<file path="src/include/axil_wb_defs.svh">
/*
 * Bus widths and AXI response codes for the AXI-lite to Wishbone bridge.
 * The Wishbone address is a word address, so it is AXIL_ADDR_W - AXIL_LSB wide.
 * AXIL_LSB must equal log2(BUS_DATA_W/8).
 */
`ifndef AXIL_WB_DEFS_SVH
`define AXIL_WB_DEFS_SVH

////////////////////////////////////////
// Bus widths
////////////////////////////////////////

// AXI byte address
`define AXIL_ADDR_W 28
// Data on both AXI and Wishbone
`define BUS_DATA_W 32
// Byte offset bits below the word address
`define AXIL_LSB 2

////////////////////////////////////////
// AXI response codes
////////////////////////////////////////

// Wishbone ack
`define RESP_OKAY 2'b00
// Wishbone err
`define RESP_SLVERR 2'b10

`endif
</file>
<file path="src/rtl/axil_wb_pkg.sv">
/*
 * Types shared by the bridge RTL.
 * Widths come from axil_wb_defs.svh, so that header sets the bus size.
 */
`default_nettype none
`include "axil_wb_defs.svh"

package axil_wb_pkg;

	// Bus vectors
	typedef logic [`AXIL_ADDR_W-1:0] axil_addr_t;
	typedef logic [`AXIL_ADDR_W-`AXIL_LSB-1:0] wb_addr_t;
	typedef logic [`BUS_DATA_W-1:0] bus_data_t;
	// Byte lanes, also used for WSTRB
	typedef logic [`BUS_DATA_W/8-1:0] bus_sel_t;
	typedef logic [1:0] axi_resp_t;

	// Write converter FSM
	typedef enum logic [1:0] {WR_COLLECT, WR_BUS_REQ, WR_BUS_WAIT, WR_RESPOND} wr_state_t;

	// Read converter FSM
	typedef enum logic [1:0] {RD_IDLE, RD_BUS_REQ, RD_BUS_WAIT, RD_RESPOND} rd_state_t;

	// Which master holds the shared bus
	typedef enum logic {OWNER_RD, OWNER_WR} arb_owner_t;

endpackage

`default_nettype wire

</file>
<file path="src/rtl/axil_to_wb_bridge.sv">
/*
 * AXI-lite slave to pipelined Wishbone master.
 * One read and one write in flight at most. No PROT, no reset output,
 * the active-high reset is shared with the Wishbone side.
 */
`default_nettype none

module axil_to_wb_bridge (
	input  wire                          i_clk,
	input  wire                          i_rst,
	// AXI-lite write
	input  wire                          i_axi_awvalid,
	output logic                         o_axi_awready,
	input  wire axil_wb_pkg::axil_addr_t i_axi_awaddr,
	input  wire                          i_axi_wvalid,
	output logic                         o_axi_wready,
	input  wire axil_wb_pkg::bus_data_t  i_axi_wdata,
	input  wire axil_wb_pkg::bus_sel_t   i_axi_wstrb,
	output logic                         o_axi_bvalid,
	input  wire                          i_axi_bready,
	output axil_wb_pkg::axi_resp_t       o_axi_bresp,
	// AXI-lite read
	input  wire                          i_axi_arvalid,
	output logic                         o_axi_arready,
	input  wire axil_wb_pkg::axil_addr_t i_axi_araddr,
	output logic                         o_axi_rvalid,
	input  wire                          i_axi_rready,
	output axil_wb_pkg::bus_data_t       o_axi_rdata,
	output axil_wb_pkg::axi_resp_t       o_axi_rresp,
	// Wishbone master
	output logic                         o_wb_cyc,
	output logic                         o_wb_stb,
	output logic                         o_wb_we,
	output axil_wb_pkg::wb_addr_t        o_wb_addr,
	output axil_wb_pkg::bus_data_t       o_wb_data,
	output axil_wb_pkg::bus_sel_t        o_wb_sel,
	input  wire                          i_wb_stall,
	input  wire                          i_wb_ack,
	input  wire axil_wb_pkg::bus_data_t  i_wb_data,
	input  wire                          i_wb_err
);
	import axil_wb_pkg::*;

	// Write converter to arbiter
	logic      wr_cyc;
	logic      wr_stb;
	wb_addr_t  wr_addr;
	bus_data_t wr_data;
	bus_sel_t  wr_sel;
	logic      wr_stall;
	logic      wr_ack;
	logic      wr_err;
	// Read converter to arbiter
	logic      rd_cyc;
	logic      rd_stb;
	wb_addr_t  rd_addr;
	logic      rd_stall;
	logic      rd_ack;
	logic      rd_err;

	axil_wr_to_wb u_wr (
		.i_clk(i_clk), .i_rst(i_rst),
		.i_awvalid(i_axi_awvalid), .o_awready(o_axi_awready), .i_awaddr(i_axi_awaddr),
		.i_wvalid(i_axi_wvalid), .o_wready(o_axi_wready),
		.i_wdata(i_axi_wdata), .i_wstrb(i_axi_wstrb),
		.o_bvalid(o_axi_bvalid), .i_bready(i_axi_bready), .o_bresp(o_axi_bresp),
		.o_wb_cyc(wr_cyc), .o_wb_stb(wr_stb), .o_wb_addr(wr_addr),
		.o_wb_data(wr_data), .o_wb_sel(wr_sel),
		.i_wb_stall(wr_stall), .i_wb_ack(wr_ack), .i_wb_err(wr_err)
	);

	// Read data comes straight off the bus
	axil_rd_to_wb u_rd (
		.i_clk(i_clk), .i_rst(i_rst),
		.i_arvalid(i_axi_arvalid), .o_arready(o_axi_arready), .i_araddr(i_axi_araddr),
		.o_rvalid(o_axi_rvalid), .i_rready(i_axi_rready),
		.o_rdata(o_axi_rdata), .o_rresp(o_axi_rresp),
		.o_wb_cyc(rd_cyc), .o_wb_stb(rd_stb), .o_wb_addr(rd_addr),
		.i_wb_stall(rd_stall), .i_wb_ack(rd_ack), .i_wb_err(rd_err),
		.i_wb_data(i_wb_data)
	);

	wb_rw_arbiter u_arb (
		.i_clk(i_clk), .i_rst(i_rst),
		.i_rd_cyc(rd_cyc), .i_rd_stb(rd_stb), .i_rd_addr(rd_addr),
		.o_rd_stall(rd_stall), .o_rd_ack(rd_ack), .o_rd_err(rd_err),
		.i_wr_cyc(wr_cyc), .i_wr_stb(wr_stb), .i_wr_addr(wr_addr),
		.i_wr_data(wr_data), .i_wr_sel(wr_sel),
		.o_wr_stall(wr_stall), .o_wr_ack(wr_ack), .o_wr_err(wr_err),
		.o_cyc(o_wb_cyc), .o_stb(o_wb_stb), .o_we(o_wb_we),
		.o_addr(o_wb_addr), .o_data(o_wb_data), .o_sel(o_wb_sel),
		.i_stall(i_wb_stall), .i_ack(i_wb_ack), .i_err(i_wb_err)
	);

endmodule

`default_nettype wire

</file>
<file path="src/rtl/wb_rw_arbiter.sv">
/*
 * Two-master Wishbone arbiter, read side and write side.
 * Grant is combinational and only moves while the owner has cyc low.
 * On a tie the master that did not use the bus last goes first.
 */
`default_nettype none

module wb_rw_arbiter (
	input  wire                         i_clk,
	input  wire                         i_rst,
	// Read master
	input  wire                         i_rd_cyc,
	input  wire                         i_rd_stb,
	input  wire axil_wb_pkg::wb_addr_t  i_rd_addr,
	output logic                        o_rd_stall,
	output logic                        o_rd_ack,
	output logic                        o_rd_err,
	// Write master
	input  wire                         i_wr_cyc,
	input  wire                         i_wr_stb,
	input  wire axil_wb_pkg::wb_addr_t  i_wr_addr,
	input  wire axil_wb_pkg::bus_data_t i_wr_data,
	input  wire axil_wb_pkg::bus_sel_t  i_wr_sel,
	output logic                        o_wr_stall,
	output logic                        o_wr_ack,
	output logic                        o_wr_err,
	// Shared bus
	output logic                        o_cyc,
	output logic                        o_stb,
	output logic                        o_we,
	output axil_wb_pkg::wb_addr_t       o_addr,
	output axil_wb_pkg::bus_data_t      o_data,
	output axil_wb_pkg::bus_sel_t       o_sel,
	input  wire                         i_stall,
	input  wire                         i_ack,
	input  wire                         i_err
);
	import axil_wb_pkg::*;

	arb_owner_t owner;
	arb_owner_t last_owner;
	arb_owner_t grant;
	logic       bus_busy;

	// Owner still in a cycle, grant is locked
	assign bus_busy = (owner == OWNER_WR) ? i_wr_cyc : i_rd_cyc;

	always_comb
	begin
		grant = owner;
		if (!bus_busy)
		begin
			if (i_rd_cyc && i_wr_cyc)
				grant = (last_owner == OWNER_RD) ? OWNER_WR : OWNER_RD;
			else if (i_wr_cyc)
				grant = OWNER_WR;
			else if (i_rd_cyc)
				grant = OWNER_RD;
		end
	end

	// last_owner tracks who last got a request accepted
	always_ff @(posedge i_clk)
	begin
		if (i_rst)
		begin
			owner      <= OWNER_RD;
			last_owner <= OWNER_WR;
		end
		else
		begin
			owner <= grant;
			if (o_stb && !i_stall)
				last_owner <= grant;
		end
	end

	////////////////////////////////////////
	// Request mux
	////////////////////////////////////////

	assign o_cyc  = (grant == OWNER_WR) ? i_wr_cyc : i_rd_cyc;
	assign o_stb  = (grant == OWNER_WR) ? i_wr_stb : i_rd_stb;
	assign o_we   = (grant == OWNER_WR);
	assign o_addr = (grant == OWNER_WR) ? i_wr_addr : i_rd_addr;
	assign o_data = i_wr_data;
	// Reads take the full word
	assign o_sel  = (grant == OWNER_WR) ? i_wr_sel : '1;

	// Returns go to the owner only, the other one sees stall
	assign o_rd_stall = (grant == OWNER_RD) ? i_stall : 1'b1;
	assign o_rd_ack   = (grant == OWNER_RD) && i_ack;
	assign o_rd_err   = (grant == OWNER_RD) && i_err;
	assign o_wr_stall = (grant == OWNER_WR) ? i_stall : 1'b1;
	assign o_wr_ack   = (grant == OWNER_WR) && i_ack;
	assign o_wr_err   = (grant == OWNER_WR) && i_err;

endmodule

`default_nettype wire

</file>
<file path="src/rtl/axil_rd_to_wb.sv">
/*
 * AXI-lite AR request to one Wishbone read, R response back.
 * One read in flight. Byte lanes are all selected by the arbiter.
 * On err the returned data is zero with SLVERR.
 */
`default_nettype none
`include "axil_wb_defs.svh"

module axil_rd_to_wb (
	input  wire                          i_clk,
	input  wire                          i_rst,
	// AR channel
	input  wire                          i_arvalid,
	output logic                         o_arready,
	input  wire axil_wb_pkg::axil_addr_t i_araddr,
	// R channel
	output logic                         o_rvalid,
	input  wire                          i_rready,
	output axil_wb_pkg::bus_data_t       o_rdata,
	output axil_wb_pkg::axi_resp_t       o_rresp,
	// Wishbone master
	output logic                         o_wb_cyc,
	output logic                         o_wb_stb,
	output axil_wb_pkg::wb_addr_t        o_wb_addr,
	input  wire                          i_wb_stall,
	input  wire                          i_wb_ack,
	input  wire                          i_wb_err,
	input  wire axil_wb_pkg::bus_data_t  i_wb_data
);
	import axil_wb_pkg::*;

	rd_state_t state;
	wb_addr_t  rd_addr;
	logic      ar_xfer;
	logic      r_xfer;

	assign ar_xfer = i_arvalid && o_arready;
	assign r_xfer  = o_rvalid && i_rready;

	// Low after the AR transfer, high again once R is taken
	always_ff @(posedge i_clk)
	begin
		if (i_rst)
			o_arready <= 1'b0;
		else if (ar_xfer)
			o_arready <= 1'b0;
		else if (state == RD_IDLE || r_xfer)
			o_arready <= 1'b1;
	end

	always_ff @(posedge i_clk)
		if (ar_xfer)
			rd_addr <= i_araddr[`AXIL_ADDR_W-1:`AXIL_LSB];

	////////////////////////////////////////
	// Bus FSM
	////////////////////////////////////////

	always_ff @(posedge i_clk)
	begin
		if (i_rst)
			state <= RD_IDLE;
		else
		begin
			case (state)
			RD_IDLE:
				if (ar_xfer)
					state <= RD_BUS_REQ;
			// Ack in the accept cycle is taken as well
			RD_BUS_REQ:
				if (i_wb_ack || i_wb_err)
					state <= RD_RESPOND;
				else if (!i_wb_stall)
					state <= RD_BUS_WAIT;
			RD_BUS_WAIT:
				if (i_wb_ack || i_wb_err)
					state <= RD_RESPOND;
			RD_RESPOND:
				if (i_rready)
					state <= RD_IDLE;
			default:
				state <= RD_IDLE;
			endcase
		end
	end

	// Data and response latched together, zero data on error
	always_ff @(posedge i_clk)
		if (o_wb_cyc && (i_wb_ack || i_wb_err))
		begin
			o_rdata <= i_wb_err ? '0 : i_wb_data;
			o_rresp <= i_wb_err ? `RESP_SLVERR : `RESP_OKAY;
		end

	assign o_rvalid  = (state == RD_RESPOND);
	assign o_wb_cyc  = (state == RD_BUS_REQ) || (state == RD_BUS_WAIT);
	assign o_wb_stb  = (state == RD_BUS_REQ);
	assign o_wb_addr = rd_addr;

endmodule

`default_nettype wire

</file>
<file path="src/rtl/axil_wr_to_wb.sv">
/*
 * AXI-lite AW and W channels to one Wishbone write, B response back.
 * One write in flight. AW and W may arrive in either order or together.
 * No new AW or W is taken while B waits for bready.
 */
`default_nettype none
`include "axil_wb_defs.svh"

module axil_wr_to_wb (
	input  wire                         i_clk,
	input  wire                         i_rst,
	// AW channel
	input  wire                         i_awvalid,
	output logic                        o_awready,
	input  wire axil_wb_pkg::axil_addr_t i_awaddr,
	// W channel
	input  wire                         i_wvalid,
	output logic                        o_wready,
	input  wire axil_wb_pkg::bus_data_t i_wdata,
	input  wire axil_wb_pkg::bus_sel_t  i_wstrb,
	// B channel
	output logic                        o_bvalid,
	input  wire                         i_bready,
	output axil_wb_pkg::axi_resp_t      o_bresp,
	// Wishbone master
	output logic                        o_wb_cyc,
	output logic                        o_wb_stb,
	output axil_wb_pkg::wb_addr_t       o_wb_addr,
	output axil_wb_pkg::bus_data_t      o_wb_data,
	output axil_wb_pkg::bus_sel_t       o_wb_sel,
	input  wire                         i_wb_stall,
	input  wire                         i_wb_ack,
	input  wire                         i_wb_err
);
	import axil_wb_pkg::*;

	wr_state_t state;
	// Holding registers and their full flags
	logic      aw_full;
	logic      w_full;
	wb_addr_t  aw_addr;
	bus_data_t w_data;
	bus_sel_t  w_strb;
	// Handshakes this cycle
	logic      aw_xfer;
	logic      w_xfer;
	logic      b_xfer;
	logic      bus_done;

	assign aw_xfer  = i_awvalid && o_awready;
	assign w_xfer   = i_wvalid && o_wready;
	assign b_xfer   = o_bvalid && i_bready;
	assign bus_done = o_wb_cyc && (i_wb_ack || i_wb_err);

	////////////////////////////////////////
	// AW and W capture
	////////////////////////////////////////

	// Ready drops on its own transfer, comes back once B is taken
	always_ff @(posedge i_clk)
	begin
		if (i_rst)
		begin
			o_awready <= 1'b0;
			o_wready  <= 1'b0;
			aw_full   <= 1'b0;
			w_full    <= 1'b0;
		end
		else if (b_xfer)
		begin
			o_awready <= 1'b1;
			o_wready  <= 1'b1;
			aw_full   <= 1'b0;
			w_full    <= 1'b0;
		end
		else
		begin
			if (aw_xfer)
				o_awready <= 1'b0;
			else if (state == WR_COLLECT && !aw_full)
				o_awready <= 1'b1;
			if (w_xfer)
				o_wready <= 1'b0;
			else if (state == WR_COLLECT && !w_full)
				o_wready <= 1'b1;
			if (aw_xfer)
				aw_full <= 1'b1;
			if (w_xfer)
				w_full <= 1'b1;
		end
	end

	// Payload only, word address drops the byte offset
	always_ff @(posedge i_clk)
	begin
		if (aw_xfer)
			aw_addr <= i_awaddr[`AXIL_ADDR_W-1:`AXIL_LSB];
		if (w_xfer)
		begin
			w_data <= i_wdata;
			w_strb <= i_wstrb;
		end
	end

	////////////////////////////////////////
	// Bus FSM
	////////////////////////////////////////

	always_ff @(posedge i_clk)
	begin
		if (i_rst)
			state <= WR_COLLECT;
		else
		begin
			case (state)
			// Go as soon as the second half lands
			WR_COLLECT:
				if ((aw_full || aw_xfer) && (w_full || w_xfer))
					state <= WR_BUS_REQ;
			WR_BUS_REQ:
				if (i_wb_ack || i_wb_err)
					state <= WR_RESPOND;
				else if (!i_wb_stall)
					state <= WR_BUS_WAIT;
			WR_BUS_WAIT:
				if (i_wb_ack || i_wb_err)
					state <= WR_RESPOND;
			WR_RESPOND:
				if (i_bready)
					state <= WR_COLLECT;
			default:
				state <= WR_COLLECT;
			endcase
		end
	end

	// Response held until bready
	always_ff @(posedge i_clk)
		if (bus_done)
			o_bresp <= i_wb_err ? `RESP_SLVERR : `RESP_OKAY;

	assign o_bvalid  = (state == WR_RESPOND);
	// cyc stays up through the wait for ack
	assign o_wb_cyc  = (state == WR_BUS_REQ) || (state == WR_BUS_WAIT);
	assign o_wb_stb  = (state == WR_BUS_REQ);
	assign o_wb_addr = aw_addr;
	assign o_wb_data = w_data;
	assign o_wb_sel  = w_strb;

endmodule

`default_nettype wire

</file>
<file path="config.mk">
export PLATFORM = sky130hd
export DESIGN_NAME = axil_to_wb_bridge
export DESIGN_NICKNAME = d
export VERILOG_FILES = /design/src/rtl/axil_wb_pkg.sv /design/src/rtl/axil_to_wb_bridge.sv /design/src/rtl/wb_rw_arbiter.sv /design/src/rtl/axil_rd_to_wb.sv /design/src/rtl/axil_wr_to_wb.sv
export VERILOG_INCLUDE_DIRS = /design/src /design/src/include
export SDC_FILE = /design/constraint.sdc
export NUM_CORES = 1
export LEC_CHECK = 0
export BUFFER_PORTS_ARGS = -buffer_cell sky130_fd_sc_hd__buf_2
export CAP_MARGIN = 20
export CORE_UTILIZATION = 50
export CTS_CLUSTER_DIAMETER = 60
export DETAILED_ROUTE_END_ITERATION = 12
export GPL_TIMING_DRIVEN = 0
export MAX_ROUTING_LAYER = met4
export PLACE_DENSITY = 0.86
export SYNTH_ARGS = -nofsm -noshare
export SYNTH_HDL_FRONTEND = slang
export SYNTH_SLANG_ARGS = --single-unit
</file>
<file path="constraint.sdc">
create_clock -name i_clk -period 3.45 [get_ports i_clk]
set_clock_uncertainty 0.2 [all_clocks]
set_input_delay 0.69 -clock i_clk [delete_from_list [all_inputs] [get_ports i_clk]]
set_output_delay 0.69 -clock i_clk [all_outputs]
set_load 0.02 [all_outputs]
</file>
### Yosys cells after proc, flatten, opt, wreduce, memory -nomap -nowiden

Index checks and enable logic that the tools add are counted.

| word-level totals | value |
|---|---|
| bits in registers | 135 |
| bits in latches | 0 |
| bits in writable memories | 0 |
| memory bits (read-only) | 0 |
| input bits | 134 |
| output and inout port bits | 106 |
| logic and storage cells | 97 |
| memories | 0 |

| operators by class | value |
|---|---|
| add/sub/neg operators | 0 |
| multipliers | 0 |
| div/mod/pow operators | 0 |
| order comparisons | 0 |
| equal/unequal tests | 14 |
| shift operators | 0 |
| mux-type cells | 32 |
| bitwise gates (word level) | 1 |
| reductions and logical operators | 34 |

Operators with widths:

| kind | number |
|---|---|
| $mux W26 | 1 |
| $mux W2 | 12 |
| $logic_and A1 B1 Y1 | 16 |
| $mux W1 | 16 |
| $pmux W2 S4 | 2 |
| $eq A2 B2 Y1 const B | 4 |
| $reduce_and A4 Y1 | 2 |
| $logic_or A1 B1 Y1 | 7 |
| $ne A2 B1 Y1 const B | 3 |
| $ne A2 B2 Y1 const B | 3 |
| $ne A3 B3 Y1 const B | 2 |
| $reduce_bool A3 Y1 | 2 |
| $eq A2 B1 Y1 const B | 2 |
| $logic_not A2 Y1 | 2 |
| $mux W4 | 1 |
| $reduce_or A2 Y1 | 2 |
| $logic_not A1 Y1 | 3 |
| $not A1 Y1 | 1 |

### Logic depth before layout (Yosys ltp)

| depth | value |
|---|---|
| depth after elaboration | 11 |
| depth in mapped cells | 8 |
| depth with buffers taken out | 7 |

### Cells and area by module

A second synthesis with hierarchy kept.

| second synthesis, totals | value |
|---|---|
| cells, all modules | 306 |
| area total of the unflattened synthesis | 5283.8 um2 |

Modules (own cells, without submodules):

| module | times used | cells each | area each (um2) | sequential area each (um2) |
|---|---|---|---|---|
| axil_wr_to_wb | 1 | 104 | 2250.9 | 2011.9 |
| axil_rd_to_wb | 1 | 123 | 2237.1 | 1831.8 |
| wb_rw_arbiter | 1 | 79 | 795.8 | 20.0 |

### Worst setup path before layout

OpenSTA, ideal clock, no wires.

| path | value |
|---|---|
| path type | reg2out |
| from | reg u_rd.state[0] |
| to | out o_wb_addr[1] |
| arrival | 1.805 ns |
| required time | 2.560 ns |
| setup slack | 0.755 ns |
| cell stages (with the launch flop) | 9 |
| path buffers | 1 |
| cells stage by stage | dfxtp_1 > inv_1 > ha_1 > or2b_4 > and3_4 > inv_2 > buf_2 > nand2_1 > nand2_1 |

| between the ends | value |
|---|---|
| word-level cells in the longest chain between the ends | 7 |
| elaborated cells between the ends (all ways) | 10 |
| classes of those cells | 2 x eq/ne; 6 x mux; 2 x reduce/logical |

Ends and longest elaborated chain:

| element | line | source |
|---|---|---|
| start, declared | axil_rd_to_wb.sv:32 | `rd_state_t state;` |
| start signal, assigned | axil_rd_to_wb.sv:62 | `state <= RD_IDLE;` |
| start signal, assigned | axil_rd_to_wb.sv:68 | `state <= RD_BUS_REQ;` |
| start signal, assigned | axil_rd_to_wb.sv:72 | `state <= RD_RESPOND;` |
| $eq A2 B1 Y1 / $eq A2 B2 Y1 (equally long branches) | axil_rd_to_wb.sv:96 | `assign o_wb_cyc = (state == RD_BUS_REQ) \|\| (state == RD_BUS_WAIT);` |
| $logic_or A1 B1 Y1 * | axil_rd_to_wb.sv:96 |  |
| $mux W1 | wb_rw_arbiter.sv:57 | `else if (i_rd_cyc)` |
| $mux W1 | wb_rw_arbiter.sv:55 | `else if (i_wr_cyc)` |
| $mux W1 | wb_rw_arbiter.sv:53 | `if (i_rd_cyc && i_wr_cyc)` |
| $mux W1 * | wb_rw_arbiter.sv:51 | `if (!bus_busy)` |
| named net o_wb_we | axil_to_wb_bridge.sv:33 | `output logic o_wb_we,` |
| $mux W26 * | wb_rw_arbiter.sv:85 | `assign o_addr = (grant == OWNER_WR) ? i_wr_addr : i_rd_addr;` |
| end, declared | axil_to_wb_bridge.sv:34 | `output axil_wb_pkg::wb_addr_t o_wb_addr,` |

The timed path passes the listed nets; every way through them passes the cells marked *.

### Worst setup path after layout

| path | value |
|---|---|
| from | reg u_rd.state[1] |
| to | out o_wb_addr[18] |

| between the ends | value |
|---|---|
| word-level cells in the longest chain between the ends | 7 |
| elaborated cells between the ends (all ways) | 10 |
| classes of those cells | 2 x eq/ne; 6 x mux; 2 x reduce/logical |

Ends and longest elaborated chain:

| element | line |
|---|---|
| $eq A2 B1 Y1 / $eq A2 B2 Y1 (equally long branches) | axil_rd_to_wb.sv:96 |
| $logic_or A1 B1 Y1 * | axil_rd_to_wb.sv:96 |
| $mux W1 | wb_rw_arbiter.sv:57 |
| $mux W1 | wb_rw_arbiter.sv:55 |
| $mux W1 | wb_rw_arbiter.sv:53 |
| $mux W1 * | wb_rw_arbiter.sv:51 |
| $mux W26 * | wb_rw_arbiter.sv:85 |

Mark *: on every way between the ends. The rest lies on a longest branch, timed or not.

==> impl_results.html <==
<table>
<tr><th>Metric</th><th>Value</th></tr>
<tr><th colspan="2">GRT</th></tr>
<tr><td>Global-route usage over all layers</td><td>0.2240</td></tr>
<tr><td>Antenna violations before repair</td><td>0</td></tr>
<tr><td>Gr ovfl total</td><td>0</td></tr>
<tr><td>Wire length of the first global-routing pass</td><td>16.36 mm</td></tr>
<tr><td>Met1 Usage GRT</td><td>0.2514</td></tr>
<tr><td>Met2 Track Usage GR</td><td>0.3707</td></tr>
<tr><td>Met3 global-route usage</td><td>0.05609</td></tr>
<tr><td>Via count of the first global-routing pass</td><td>3439</td></tr>
<tr><td>Largest net degree at the start of global routing</td><td>34</td></tr>
<tr><td>Busiest layer in global routing</td><td>met2</td></tr>
<tr><th colspan="2">Placed design</th></tr>
<tr><td>Worst slack at placement</td><td>494.0 ps</td></tr>
<tr><td>Gp weighted congestion</td><td>0.8379</td></tr>
<tr><td>Count of input and output buffers</td><td>233</td></tr>
<tr><td>Placed wire-length estimate after detailed placement</td><td>8.543 mm</td></tr>
<tr><th colspan="2">STA</th></tr>
<tr><td>Max Slew Vio Count</td><td>0</td></tr>
<tr><td>Share of the clock period used by the worst path</td><td>0.9573</td></tr>
<tr><td>Relative slew slack</td><td>0.4275</td></tr>
<tr><td>Setup repair after global routing missed its margin</td><td>false</td></tr>
<tr><td>Setup WS post-layout</td><td>147.2 ps</td></tr>
<tr><td>Number of hold violations in the final report</td><td>0</td></tr>
<tr><td>Min Hold Slack</td><td>158.0 ps</td></tr>
<tr><td>Fmax</td><td>302.8 MHz</td></tr>
<tr><td>Total Neg Setup Slack</td><td>0 ps</td></tr>
<tr><td>Setup-violating endpoint count in the final report</td><td>0</td></tr>
<tr><td>Slew at the pin with the worst max-slew slack</td><td>858.7 ps</td></tr>
<tr><td>Crit path time final</td><td>3303 ps</td></tr>
<tr><th colspan="2">Route</th></tr>
<tr><td>Antenna violation net count after detailed routing</td><td>0</td></tr>
<tr><td>Number of DRC violations after detailed-routing iteration 0</td><td>134</td></tr>
<tr><td>Routed length per instance</td><td>15.90 um</td></tr>
<tr><td>Overall via count from detail_route</td><td>3546</td></tr>
<tr><td>Vias per std cell</td><td>4.818</td></tr>
<tr><td>Final routed wirelength across all metal layers</td><td>11.70 mm</td></tr>
<tr><td>DRC</td><td>0</td></tr>
<tr><td>First drt pass iteration count</td><td>4</td></tr>
<tr><th colspan="2">Worst setup path</th></tr>
<tr><td>Nature of the critical path endpoint</td><td>output port</td></tr>
<tr><td>Critical path peak fanout</td><td>10</td></tr>
<tr><td>Chain of cells forming the critical path</td><td>inv_1 &gt; ha_4 &gt; nand2b_2 &gt; and3_4 &gt; buf_4 &gt; buf_4 &gt; nand2_1 &gt; nand2_1 &gt; buf_2</td></tr>
<tr><td>Startpoint type of the worst setup path</td><td>flip-flop</td></tr>
<tr><td>Setup Crit Path Kind</td><td>reg -&gt; out</td></tr>
<tr><td>Family with the most delay on the worst path</td><td>buffers and inverters</td></tr>
<tr><td>Arrival time of data at the critical path endpoint</td><td>2410 ps</td></tr>
<tr><td>Slowest cell on crit path</td><td>dfxtp_1</td></tr>
<tr><td>Worst EP required</td><td>2560 ps</td></tr>
<tr><td>Delay of the slowest critical-path stage</td><td>400 ps</td></tr>
<tr><td>Worst path buffer plus inverter count</td><td>4</td></tr>
<tr><th colspan="2">Clocking</th></tr>
<tr><td>Post-CTS Repair Setup Buffers</td><td>0</td></tr>
<tr><td>Worst-case clock buffer depth</td><td>2</td></tr>
<tr><td>Clock transition at the registers of the reported paths</td><td>60 ps</td></tr>
<tr><td>CTS H-tree depth</td><td>4</td></tr>
<tr><td>CTS tree</td><td>done</td></tr>
<tr><td>Hold buffers post-CTS</td><td>0</td></tr>
<tr><td>Cell chosen for the clock root</td><td>clkbuf_8</td></tr>
<tr><td>Clock buffer count from CTS</td><td>17</td></tr>
<tr><td>Number of sinks handled by clock tree synthesis</td><td>132</td></tr>
<tr><td>Worst-skew pair later-pin latency</td><td>500 ps</td></tr>
<tr><th colspan="2">Pwr</th></tr>
<tr><td>Peak supply drop</td><td>0.4487 mV</td></tr>
<tr><td>Power Total</td><td>0.006376 W</td></tr>
<tr><td>Clock share of power</td><td>0.261</td></tr>
<tr><td>Cell-internal power</td><td>0.004046 W</td></tr>
<tr><td>Gate power share</td><td>0.384</td></tr>
<tr><td>Sequential group share of total power</td><td>0.356</td></tr>
<tr><td>Sw power</td><td>0.002330 W</td></tr>
<tr><td>Reported leakage power</td><td>3.042 nW</td></tr>
<tr><td>Sw frac</td><td>0.3654</td></tr>
<tr><td>Cell Pwr Density</td><td>908.0 nW/um2</td></tr>
<tr><th colspan="2">Cells and area</th></tr>
<tr><td>Count of inserted antenna diode cells</td><td>0</td></tr>
<tr><td>Proportion of layout cells with a drive suffix above 1</td><td>0.4925</td></tr>
<tr><td>Filler Cell Count</td><td>695</td></tr>
<tr><td>Fraction of the core area covered by cells at the end of the flow</td><td>0.7217</td></tr>
<tr><td>Layout net count</td><td>733</td></tr>
<tr><td>Area added between synthesis and finish</td><td>40.02%</td></tr>
<tr><th colspan="2">Synthesis</th></tr>
<tr><td>Area share of xor/xnor cells in the synthesized design</td><td>0</td></tr>
<tr><td>Count of unique library cells instantiated by Yosys</td><td>41</td></tr>
<tr><td>Post-synthesis sequential element count</td><td>132</td></tr>
<tr><td>Post-synthesis compound-gate area fraction</td><td>0.03393</td></tr>
<tr><td>Warning count from the yosys run</td><td>0</td></tr>
<tr><td>Mean instance size in the synthesized netlist</td><td>15.01 um2</td></tr>
<tr><td>Summed instance area of the synthesized netlist</td><td>5015 um2</td></tr>
<tr><td>Largest family of logic cells by synthesized area</td><td>simple AND/OR/NAND/NOR gates</td></tr>
<tr><td>Fraction of the yosys area taken by sequential cells</td><td>0.7705</td></tr>
<tr><td>Area share of fa/ha/maj cells after synthesis</td><td>0.02246</td></tr>
<tr><td>Fraction of synthesized area in multiplexers</td><td>0.004242</td></tr>
<tr><td>Synthesized-area fraction occupied by and/or/nand/nor cells</td><td>0.1462</td></tr>
<tr><td>Synthesized netlist cell count</td><td>334</td></tr>
<tr><th colspan="2">Run status</th></tr>
<tr><td>Status</td><td>complete, no violations</td></tr>
<tr><th colspan="2">Floorplan</th></tr>
<tr><td>Io pins</td><td>240</td></tr>
<tr><td>Die width</td><td>102.1 um</td></tr>
<tr><td>Chip Height</td><td>102.1 um</td></tr>
<tr><td>Core region area</td><td>9729 um2</td></tr>
<tr><td>DIE AREA</td><td>10430 um2</td></tr>
<tr><td>Initial standard-cell utilization of the core</td><td>0.5154</td></tr>
<tr><td>Standard-cell rows</td><td>36</td></tr>
<tr><th colspan="2">Run</th></tr>
<tr><td>Max capacitance violation total</td><td>0</td></tr>
<tr><th colspan="2">Min path</th></tr>
<tr><td>Worst hold path class</td><td>in -&gt; reg</td></tr>
</table>
power groups by stage:
stage / sequential, W / clock (W) / combinational, W
after floorplan: 0.00255 / 0 / 0.00128
after global placement: 0.00229 / 0 / 0.00229
after detailed placement: 0.00229 / 0 / 0.00237
after CTS: 0.00227 / 0.00169 / 0.00241
after global routing: 0.00230 / 0.00175 / 0.00265
final: 0.00227 / 0.00166 / 0.00245
per-stage QoR:
stage | std cells | area, um2
floorplan | 335 | 5019
global placement | 701 | 6351
detailed placement | 704 | 6421
CTS | 736 | 6988
global route | 736 | 7022
finish | 736 | 7022
cells by family after synthesis:
logic type                 after synthesis
DFF                                    132
muxes                                    2
other                                    1
buffers and inverters                   19
AOI/OAI and AO/OA                       23
and+or+nand+nor                        148
adders and majority gates                9
timing repair:
item,in CTS,in global routing
resized for setup,5,5
endpoints found under the setup margin,19,21
pin swaps,0,0
flip-flops by register name, summed over array words and instances, names as in the netlist, 2 cells and up:
signal	count
u_rd.o_wb_addr	26
u_rd.state	2
u_wr.o_wb_addr	26
u_wr.o_wb_sel	4
u_wr.state	2
u_rd.o_rdata	32
u_wr.o_wb_data	32
layer usage:
metal | vias to the layer above | wire length [um]
met5 | - | 0
met4 | 0 | 262
met3 | 22 | 654
met2 | 151 | 6139
met1 | 1677 | 4643
li1 | 1696 | -
cell usage after synthesis, drive strengths merged:
master   number  share of area
and2         36          0.045
a21bo         1         0.0020
o21ai         1         0.0010
nor2b         2         0.0025
dfxtp        10          0.040
o21bai        2         0.0030
a41oi         4         0.0085
and2b         1         0.0015
clkbuf        2         0.0020
or2b          1         0.0022
nand2        82          0.061
conb          1        0.00075
nor3b         2         0.0030
buf          11          0.015
a211oi        2         0.0030
a2111oi       1         0.0017
nand2b        8          0.010
nand4         2         0.0025
edfxtp      122           0.73
nor2          3         0.0022
a21oi         8         0.0080
a21boi        1         0.0015
mux2          1         0.0022
inv           6         0.0045
a31o          1         0.0017
ha            9          0.022
or2           5         0.0067
nor3          2         0.0020
a311oi        2         0.0035
mux2i         1         0.0020
and3          4         0.0065
final cells by class:
cell class | instances | area (um2) | share of cell area
clock inverters | 14 | 137.6 | 0.01960
inverters | 6 | 25.02 | 0.003564
well taps | 133 | 166.4 | 0.02370
clock buffers | 18 | 417.9 | 0.05952
plain buffers | 13 | 101.3 | 0.01443
repair buffers | 236 | 1236 | 0.1761
multi-input cells | 184 | 1072 | 0.1527
flip-flops and latches | 132 | 3865 | 0.5504
path summary, 6_finish.rpt:
path	from	end	slack (ps)	cells past startpoint
hold / removal	i_axi_wdata[31]	u_wr.o_wb_data[31]	160	1
setup reg to reg	u_wr.state[0]	u_rd.o_rdata[21]	1210	4
setup / recovery	u_rd.state[1]	o_wb_addr[18]	150	9
hold reg to reg	u_rd.state[1]	u_rd.state[1]	330	2
cell usage in the layout (no fill, tap or decap), types with 2 or more instances in the layout:
master,synthesis,final
a211oi_1,2,2
a21oi_1,8,8
a311oi_1,2,2
a41oi_1,3,3
and2_1,35,35
and3_2,2,2
buf_16,0,2
buf_2,5,234
buf_4,4,7
buf_6,2,3
bufinv_16,0,2
clkbuf_16,0,16
clkbuf_2,2,2
clkinv_2,0,4
clkinvlp_4,0,6
conb_1,1,2
dfxtp_1,10,9
edfxtp_1,122,122
ha_1,9,7
ha_4,0,2
inv_1,5,5
nand2_1,82,81
nand2b_1,7,7
nand4_1,2,2
nor2_1,3,3
nor2b_1,2,2
nor3_1,2,2
nor3b_1,2,2
o21bai_1,2,2
or2_1,2,2
or2_2,2,2
(Power assumes the default switching activity.)
